==> src/source/sprite_pkg.sv <==
package sprite_pkg;

    // entity table size
    localparam int num_entities = 9;

    // screen geometry in tiles and pixels
    localparam int tiles_h = 16;
    localparam int tiles_v = 12;
    localparam int tile_pixels = 40;
    localparam int upscale = 5;
    localparam int screen_w = tiles_h * tile_pixels;
    localparam int screen_h = tiles_v * tile_pixels;

    // sprite rom shape
    localparam int num_sprites = 16;
    localparam int sprite_rows = 8;
    localparam int rom_depth = num_sprites * sprite_rows;
    localparam int rom_multiplier = 37;

    // axi4-lite bus widths
    localparam int axi_addr_w = 6;
    localparam int axi_data_w = 32;

    typedef logic [axi_addr_w-1:0] axi_addr_t;
    typedef logic [axi_data_w-1:0] axi_data_t;
    typedef logic [1:0] resp_t;

    localparam resp_t resp_okay = 2'd0;
    localparam resp_t resp_slverr = 2'd2;

    typedef logic [9:0] coord_t;
    // id in 13:10, orientation in 9:8, tile in 7:0
    typedef logic [13:0] entity_t;
    typedef logic [3:0] sprite_id_t;
    typedef logic [7:0] tile_t;
    typedef logic [2:0] sub_t;

    typedef enum logic [1:0] {
        orient_normal     = 2'd0,
        orient_mirror_h   = 2'd1,
        orient_mirror_v   = 2'd2,
        orient_rotate_180 = 2'd3
    } orient_t;

    typedef entity_t entity_table_t [num_entities];

    localparam sprite_id_t sprite_none = 4'd15;
    // empty slot, id 15 with normal orientation at tile 0
    localparam entity_t entity_unused = 14'h3c00;

    function automatic sprite_id_t entity_id(input entity_t ent);
        return ent[13:10];
    endfunction

    function automatic orient_t entity_orient(input entity_t ent);
        return orient_t'(ent[9:8]);
    endfunction

    function automatic tile_t entity_tile(input entity_t ent);
        return ent[7:0];
    endfunction

    // generated pattern byte for one sprite row
    // bit c is pixel column c from the left
    function automatic logic [7:0] rom_byte(input sprite_id_t id, input sub_t row);
        int unsigned prod;
        prod = rom_multiplier * (int'(id) * sprite_rows + int'(row));
        return prod[7:0];
    endfunction

endpackage

==> src/source/sprite_hit_if.sv <==
interface sprite_hit_if;

    // pixel covered by an entity this cycle
    logic hit;
    sprite_pkg::sprite_id_t sprite_id;
    sprite_pkg::orient_t orient;
    // row and column inside the 8x8 bitmap
    sprite_pkg::sub_t row;
    sprite_pkg::sub_t col;

    modport detector (
        output hit,
        output sprite_id,
        output orient,
        output row,
        output col
    );

    modport renderer (
        input hit,
        input sprite_id,
        input orient,
        input row,
        input col
    );

endinterface

==> src/source/entity_regs.sv <==
module entity_regs (
    input  logic                      clk,
    input  logic                      rst_n,
    input  logic                      awvalid,
    output logic                      awready,
    input  sprite_pkg::axi_addr_t     awaddr,
    input  logic                      wvalid,
    output logic                      wready,
    input  sprite_pkg::axi_data_t     wdata,
    input  logic [3:0]                wstrb,
    output logic                      bvalid,
    input  logic                      bready,
    output sprite_pkg::resp_t         bresp,
    input  logic                      arvalid,
    output logic                      arready,
    input  sprite_pkg::axi_addr_t     araddr,
    output logic                      rvalid,
    input  logic                      rready,
    output sprite_pkg::axi_data_t     rdata,
    output sprite_pkg::resp_t         rresp,
    output sprite_pkg::entity_table_t entities
);

    logic [3:0] aw_slot;
    logic [3:0] ar_slot;
    logic aw_ok;
    logic ar_ok;
    logic wr_fire;
    logic rd_fire;
    sprite_pkg::entity_table_t table_q;

    // slot k lives at byte address 4k, anything else is a bad address
    function automatic logic slot_ok(input sprite_pkg::axi_addr_t addr);
        return (addr[1:0] == 2'b00) && (addr[sprite_pkg::axi_addr_w-1:2] < sprite_pkg::num_entities);
    endfunction

    assign aw_slot = awaddr[sprite_pkg::axi_addr_w-1:2];
    assign ar_slot = araddr[sprite_pkg::axi_addr_w-1:2];
    assign aw_ok = slot_ok(awaddr);
    assign ar_ok = slot_ok(araddr);

    // aw and w are taken together in one beat
    assign wr_fire = awvalid && awready && wvalid && wready;
    assign rd_fire = arvalid && arready;

    // write address/data ready and b response
    always_ff @(posedge clk or negedge rst_n) begin
        if (!rst_n) begin
            awready <= 1'b0;
            wready <= 1'b0;
            bvalid <= 1'b0;
            bresp <= sprite_pkg::resp_okay;
        end else begin
            // one-cycle ready pulse, held off while b is pending
            awready <= awvalid && wvalid && !bvalid && !awready;
            wready <= awvalid && wvalid && !bvalid && !awready;
            if (wr_fire) begin
                bvalid <= 1'b1;
                bresp <= aw_ok ? sprite_pkg::resp_okay : sprite_pkg::resp_slverr;
            end else if (bready) begin
                bvalid <= 1'b0;
            end
        end
    end

    // entity registers
    // whole word is written, wstrb not applied
    always_ff @(posedge clk or negedge rst_n) begin
        if (!rst_n) begin
            for (int k = 0; k < sprite_pkg::num_entities; k++) begin
                table_q[k] <= sprite_pkg::entity_unused;
            end
        end else if (wr_fire && aw_ok) begin
            table_q[aw_slot] <= wdata[13:0];
        end
    end

    // read address ready and r response
    always_ff @(posedge clk or negedge rst_n) begin
        if (!rst_n) begin
            arready <= 1'b0;
            rvalid <= 1'b0;
            rresp <= sprite_pkg::resp_okay;
        end else begin
            // held off while r is pending
            arready <= arvalid && !rvalid && !arready;
            if (rd_fire) begin
                rvalid <= 1'b1;
                rresp <= ar_ok ? sprite_pkg::resp_okay : sprite_pkg::resp_slverr;
            end else if (rready) begin
                rvalid <= 1'b0;
            end
        end
    end

    // read data is captured with the ar beat
    always_ff @(posedge clk) begin
        if (rd_fire) begin
            // zero-extended word, zero on a bad address
            rdata <= ar_ok ? sprite_pkg::axi_data_t'(table_q[ar_slot]) : '0;
        end
    end

    assign entities = table_q;

endmodule

==> src/source/entity_detector.sv <==
module entity_detector (
    input  logic                      clk,
    input  logic                      rst_n,
    input  sprite_pkg::coord_t        counter_h,
    input  sprite_pkg::coord_t        counter_v,
    input  sprite_pkg::entity_table_t entities,
    sprite_hit_if.detector            hit_out
);

    sprite_pkg::coord_t tile_col;
    sprite_pkg::coord_t tile_row;
    sprite_pkg::tile_t tile;
    logic in_screen;
    logic found;
    sprite_pkg::entity_t win;

    // tile under the raster position
    assign tile_col = sprite_pkg::coord_t'(counter_h / sprite_pkg::tile_pixels);
    assign tile_row = sprite_pkg::coord_t'(counter_v / sprite_pkg::tile_pixels);
    // row major tile number, 16 tiles per row
    assign tile = sprite_pkg::tile_t'(tile_row * sprite_pkg::tiles_h + tile_col);

    // blanking area never shows a sprite
    assign in_screen = (counter_h < sprite_pkg::screen_w) && (counter_v < sprite_pkg::screen_h);

    // priority search over the table
    always_comb begin
        found = 1'b0;
        win = sprite_pkg::entity_unused;
        for (int k = 0; k < sprite_pkg::num_entities; k++) begin
            // lowest slot on this tile wins
            if (!found
                && sprite_pkg::entity_id(entities[k]) != sprite_pkg::sprite_none
                && sprite_pkg::entity_tile(entities[k]) == tile) begin
                found = 1'b1;
                win = entities[k];
            end
        end
    end

    // hit flag
    always_ff @(posedge clk or negedge rst_n) begin
        if (!rst_n) begin
            hit_out.hit <= 1'b0;
        end else begin
            hit_out.hit <= found && in_screen;
        end
    end

    // sprite selection and position inside the bitmap
    always_ff @(posedge clk) begin
        hit_out.sprite_id <= sprite_pkg::entity_id(win);
        hit_out.orient <= sprite_pkg::entity_orient(win);
        // each bitmap pixel covers 5x5 screen pixels
        hit_out.row <= sprite_pkg::sub_t'((counter_v % sprite_pkg::tile_pixels) / sprite_pkg::upscale);
        hit_out.col <= sprite_pkg::sub_t'((counter_h % sprite_pkg::tile_pixels) / sprite_pkg::upscale);
    end

endmodule

==> src/source/sprite_renderer.sv <==
module sprite_renderer (
    input  logic           clk,
    input  logic           rst_n,
    sprite_hit_if.renderer hit_in,
    output logic           colour
);

    logic [7:0] pattern_rom [sprite_pkg::rom_depth];
    sprite_pkg::sub_t row_adj;
    sprite_pkg::sub_t col_adj;
    logic [7:0] line;
    logic mirror_v;
    logic mirror_h;

    // pattern rom, 8 rows per sprite, indexed by {id, row}
    for (genvar g = 0; g < sprite_pkg::rom_depth; g++) begin : g_rom
        assign pattern_rom[g] = sprite_pkg::rom_byte(
            sprite_pkg::sprite_id_t'(g / sprite_pkg::sprite_rows),
            sprite_pkg::sub_t'(g % sprite_pkg::sprite_rows)
        );
    end

    // rotate_180 flips both axes
    assign mirror_v = (hit_in.orient == sprite_pkg::orient_mirror_v)
                   || (hit_in.orient == sprite_pkg::orient_rotate_180);
    assign mirror_h = (hit_in.orient == sprite_pkg::orient_mirror_h)
                   || (hit_in.orient == sprite_pkg::orient_rotate_180);

    always_comb begin
        // top-bottom flip picks the opposite row
        row_adj = mirror_v ? ~hit_in.row : hit_in.row;
        // left-right flip reads the byte from the other end
        col_adj = mirror_h ? ~hit_in.col : hit_in.col;
        line = pattern_rom[{hit_in.sprite_id, row_adj}];
    end

    // white background where no entity covers the pixel
    always_ff @(posedge clk or negedge rst_n) begin
        if (!rst_n) begin
            colour <= 1'b1;
        end else if (hit_in.hit) begin
            colour <= line[col_adj];
        end else begin
            colour <= 1'b1;
        end
    end

endmodule

==> src/source/frame_buffer_controller.sv <==
module frame_buffer_controller (
    input  logic                  clk,
    input  logic                  rst_n,
    input  logic                  awvalid,
    output logic                  awready,
    input  sprite_pkg::axi_addr_t awaddr,
    input  logic                  wvalid,
    output logic                  wready,
    input  sprite_pkg::axi_data_t wdata,
    input  logic [3:0]            wstrb,
    output logic                  bvalid,
    input  logic                  bready,
    output sprite_pkg::resp_t     bresp,
    input  logic                  arvalid,
    output logic                  arready,
    input  sprite_pkg::axi_addr_t araddr,
    output logic                  rvalid,
    input  logic                  rready,
    output sprite_pkg::axi_data_t rdata,
    output sprite_pkg::resp_t     rresp,
    input  sprite_pkg::coord_t    counter_h,
    input  sprite_pkg::coord_t    counter_v,
    // 1 white, 0 black
    output logic                  colour
);

    sprite_pkg::entity_table_t entities;
    sprite_hit_if hit_bus ();

    // host side entity table
    entity_regs regs_i (
        .clk      (clk),
        .rst_n    (rst_n),
        .awvalid  (awvalid),
        .awready  (awready),
        .awaddr   (awaddr),
        .wvalid   (wvalid),
        .wready   (wready),
        .wdata    (wdata),
        .wstrb    (wstrb),
        .bvalid   (bvalid),
        .bready   (bready),
        .bresp    (bresp),
        .arvalid  (arvalid),
        .arready  (arready),
        .araddr   (araddr),
        .rvalid   (rvalid),
        .rready   (rready),
        .rdata    (rdata),
        .rresp    (rresp),
        .entities (entities)
    );

    // first pipeline stage
    entity_detector detector_i (
        .clk       (clk),
        .rst_n     (rst_n),
        .counter_h (counter_h),
        .counter_v (counter_v),
        .entities  (entities),
        .hit_out   (hit_bus.detector)
    );

    // second pipeline stage
    sprite_renderer renderer_i (
        .clk    (clk),
        .rst_n  (rst_n),
        .hit_in (hit_bus.renderer),
        .colour (colour)
    );

endmodule

==> config.mk <==
export PLATFORM = sky130hd
export DESIGN_NAME = frame_buffer_controller
export DESIGN_NICKNAME = d
export VERILOG_FILES = /design/src/source/sprite_pkg.sv /design/src/source/sprite_hit_if.sv /design/src/source/entity_regs.sv /design/src/source/entity_detector.sv /design/src/source/sprite_renderer.sv /design/src/source/frame_buffer_controller.sv
export SDC_FILE = /design/constraint.sdc
export NUM_CORES = 1
export LEC_CHECK = 0
export ABC_AREA = 1
export BUFFER_PORTS_ARGS = -buffer_cell sky130_fd_sc_hd__buf_2
export CAP_MARGIN = 20
export CORE_UTILIZATION = 55
export CTS_BUF_LIST = sky130_fd_sc_hd__clkbuf_16
export CTS_CLUSTER_SIZE = 10
export DETAILED_ROUTE_END_ITERATION = 7
export GPL_ROUTABILITY_DRIVEN = 0
export GPL_TIMING_DRIVEN = 0
export PLACE_DENSITY_LB_ADDON = 0.08
export SETUP_SLACK_MARGIN = 0.4
export SYNTH_ARGS = -nofsm -noshare
export SYNTH_HDL_FRONTEND = slang
export SYNTH_SLANG_ARGS = --single-unit
==> constraint.sdc <==
create_clock -name clk -period 3.8 [get_ports clk]
set_input_delay 0.57 -clock clk [delete_from_list [all_inputs] [get_ports clk]]
set_output_delay 0.57 -clock clk [all_outputs]
set_load 0.1 [all_outputs]
==> flow_summary.ini <==
[layout]
n_antenna_cell = 0
area_delta_synth_final_pct = 27.6
fin_util_pct = 71.9
final_layout_size_suffix_gt1_share_pct = 28.5
nNetsFinal = 1982

[synth]
yosys_warnings = 0
synth_top_area_cell = dfrtp_1
async_reset_ff_share_pct = 83.8
syn-instance-count = 1692
synth_common_cells = 438 x nand2_1, 216 x o21ai_0, 169 x inv_1
yosysSeqAreaShare_pct = 34.2
ys_types = 59
synth_seq_cells = 160
synth_top_area_share_pct = 20.4
ys_top_cells_by_area = dfrtp_1 20%, nand2_1 14%, o21ai_0 9.1%, dfstp_2 8.2%, nand3_1 5.5%
syn_avg_cell_area_um2 = 7.03
synth_edf_count = 14
netlist_area_um2 = 11900
yosysMostFrequentCell = nand2_1
synth-main-ff-cell = dfrtp_1

[drt]
drc = 2
wire_per_inst_um = 17.4
drt_pass1_iterations = 8
met1_length_mm = 14.9
avgViaCountPerCell = 5.80
wl_met2_mm = 18.6
postRouteAntennaNets = 0
highest_layer = met4
met3_length_mm = 2.65
first_iter_violations = 1145
wl_mm = 37.9
vias = 12649

[floorplanning]
dieArea_um2 = 22200
core_area_um2 = 21100
initial_core_util_pct = 56.4
io_pins = 117
die_w_um = 149
rows = 53
die_y_um = 149

[global_route]
overflow = 0
globalRouteTotalUtil_pct = 33.4
grt_pass1_wl_mm = 57.8
antenna_found_initial = 0
first_global_vias = 11599
grt_max_degree = 89

[pwr]
peakVddDrop_mv = 0.627
p_switching_uw = 6410
seqPwrFrac_pct = 15.1
combPwrFrac_pct = 71.1
power.share.clock_pct = 13.9
swShare_pct = 51.3
p_leak_uw = 0.00697
p_per_area_nw_per_um2 = 825
p_int_uw = 6100

[cts]
cts_tree = done
root_buffer = clkbuf_16
cts_buffer_depth = 2
clkTransAtPathRegs_ns = 0.07
clock_latency_ns = 0.43
clock-sinks = 160
cts_hold_buf = 0
cts_buffers = 17
h-tree-depth = 4

[hold_path]
worstHoldPathType = in2async

[status]
violations = design-rule violations, negative setup slack
status = complete, but fails checks

[sta]
slew_violations = 0
timing.final.crit_share_pct = 154
worst_pin_slew_ns = 0.736
slew_headroom_pct = 50.9
fmax_ghz = 0.171
period_needed_ns = 5.85
finalSetupTns_ns = -22.02
setup_viol = 13
worst_slack_ns = -2.05
hold_viol = 0
rsz0062_at_grt = yes
fin_skew_ns = 0.0117

[worst_setup_path]
cp-end-kind = register
reg2reg_slack_ns = 0.54
startpoint = counter_v[7]
cp.required_ns = 4.12
worstSetupStartpointType = input pin
reg2reg_from = regs_i.entities[108]
worst-setup-path-type = in2reg
cp.arrival_ns = 6.17
cp_max_fo = 6
critPathCapture = detector_i.hit_out.sprite_id[0]
max_stage_delay_ns = 0.27
rr_worst_depth = 20
r2r-end = detector_i.hit_out.sprite_id[0]
cp_slowest_cell = nor3_2

[placement]
dp_hpwl_mm = 26.7
portBuffers = 74

[run]
timing.max_cap.violations = 0
==> how the worst min path moves through the flow <==
stage / start / to / slack [ns] / cells past startpoint
detailed placement: regs_i.bvalid / regs_i.awready / 0.43 / 1
global route: rst_n / regs_i.bvalid / 0.08 / 1
floorplan: rst_n / detector_i.hit_out.hit / 0.27 / 0
CTS: rst_n / regs_i.bvalid / 0.07 / 1
global placement: regs_i.arready / regs_i.arready / 0.43 / 1
finish: rst_n / regs_i.bvalid / 0.05 / 1
==> placed cells by master (no fill, tap or decap), types with 40 or more instances in the layout <==
master and n:
inv_1 156, inv_2 40, nand2_1 376, clkbuf_1 45, nand2_2 72, nor2_1 54, buf_4 99, dfrtp_1 97
nand3_1 99, buf_2 70, nand2_4 43, nand4_1 44, a21oi_1 68, o21ai_0 210
==> cell families (layout without fill, tap and decap cells) <==
| family | Yosys count | after routing | synth area share [%] |
|---|---|---|---|
| compound gates | 371 | 371 | 17.8 |
| xor+xnor | 56 | 56 | 4.25 |
| fa+ha+maj | 16 | 16 | 1.68 |
| buf+inv | 283 | 476 | 9.84 |
| flops | 160 | 160 | 34.2 |
| mux | 1 | 1 | 0.0842 |
| other cells | 1 | 20 | 0.0315 |
| simple gates | 804 | 804 | 32.2 |
==> routing by layer <==
layer	vias to the layer above	track usage (%)
met5	-	0
met4	0	15.8
met3	140	4.77
met2	599	57.1
met1	5881	41.4
li1	6029	-
==> worst max-delay path: cells and delay by family <==
family	cells	cell delay, ns
XOR/XNOR	1	0.15
AO/OA/AOI/OAI	5	0.89
adder cells (fa/ha/maj)	3	0.64
AND/OR/NAND/NOR	27	3.02
buffers and inverters	9	0.87
==> stage by stage <==
stage	instances	setup slack [ns]	hold WS, ns	area, um2	power, uW
after global routing	2179	-2.30	0.0773	15200	13500
after CTS	2138	-1.80	0.0708	14300	11000
after detailed placement	2061	-3.52	0.435	13000	8840
after floorplan	1711	-1.80	0.274	12300	7720
final	2179	-2.05	0.0464	15200	12500
after global placement	2060	-3.51	0.428	13000	8610
==> layout make-up <==
type	count	area [um2]
clock inverter	13	120
inverter	207	822
fill	1671	5920
tap	275	344
buffer	76	440
sequential	160	4060
timing repair buffer	161	1130
multi-input combinational	1268	7770
clock buffer	19	475
==> power groups by stage <==
stage | Sequential, uW | Clock (uW) | Combinational (uW)
4_1_cts | 1880 | 1740 | 7360
2_1_floorplan | 2000 | 0 | 5720
5_1_grt | 1890 | 1820 | 9810
6_report | 1880 | 1740 | 8890
3_5_place_dp | 1910 | 0 | 6930
3_3_place_gp | 1910 | 0 | 6700
==> state kept, by name, summed over array words and instances, names as in the netlist <==
name                          count
regs_i.bresp                      1
detector_i.hit_out.row            3
regs_i.rvalid                     1
regs_i.rdata                     14
regs_i.awready                    1
regs_i.rresp                      1
detector_i.hit_out.sprite_id      4
regs_i.arready                    1
detector_i.hit_out.col            3
regs_i.entities                 126
detector_i.hit_out.hit            1
detector_i.hit_out.orient         2
renderer_i.colour                 1
regs_i.bvalid                     1
==> what timing repair did <==
action,CTS,global route
setup buffers,44,41
endpoints found under the setup margin,13,14
pin swaps,55,101
resized for setup,85,126
cloned,1,0
Power figures use the tool's default switching activity.
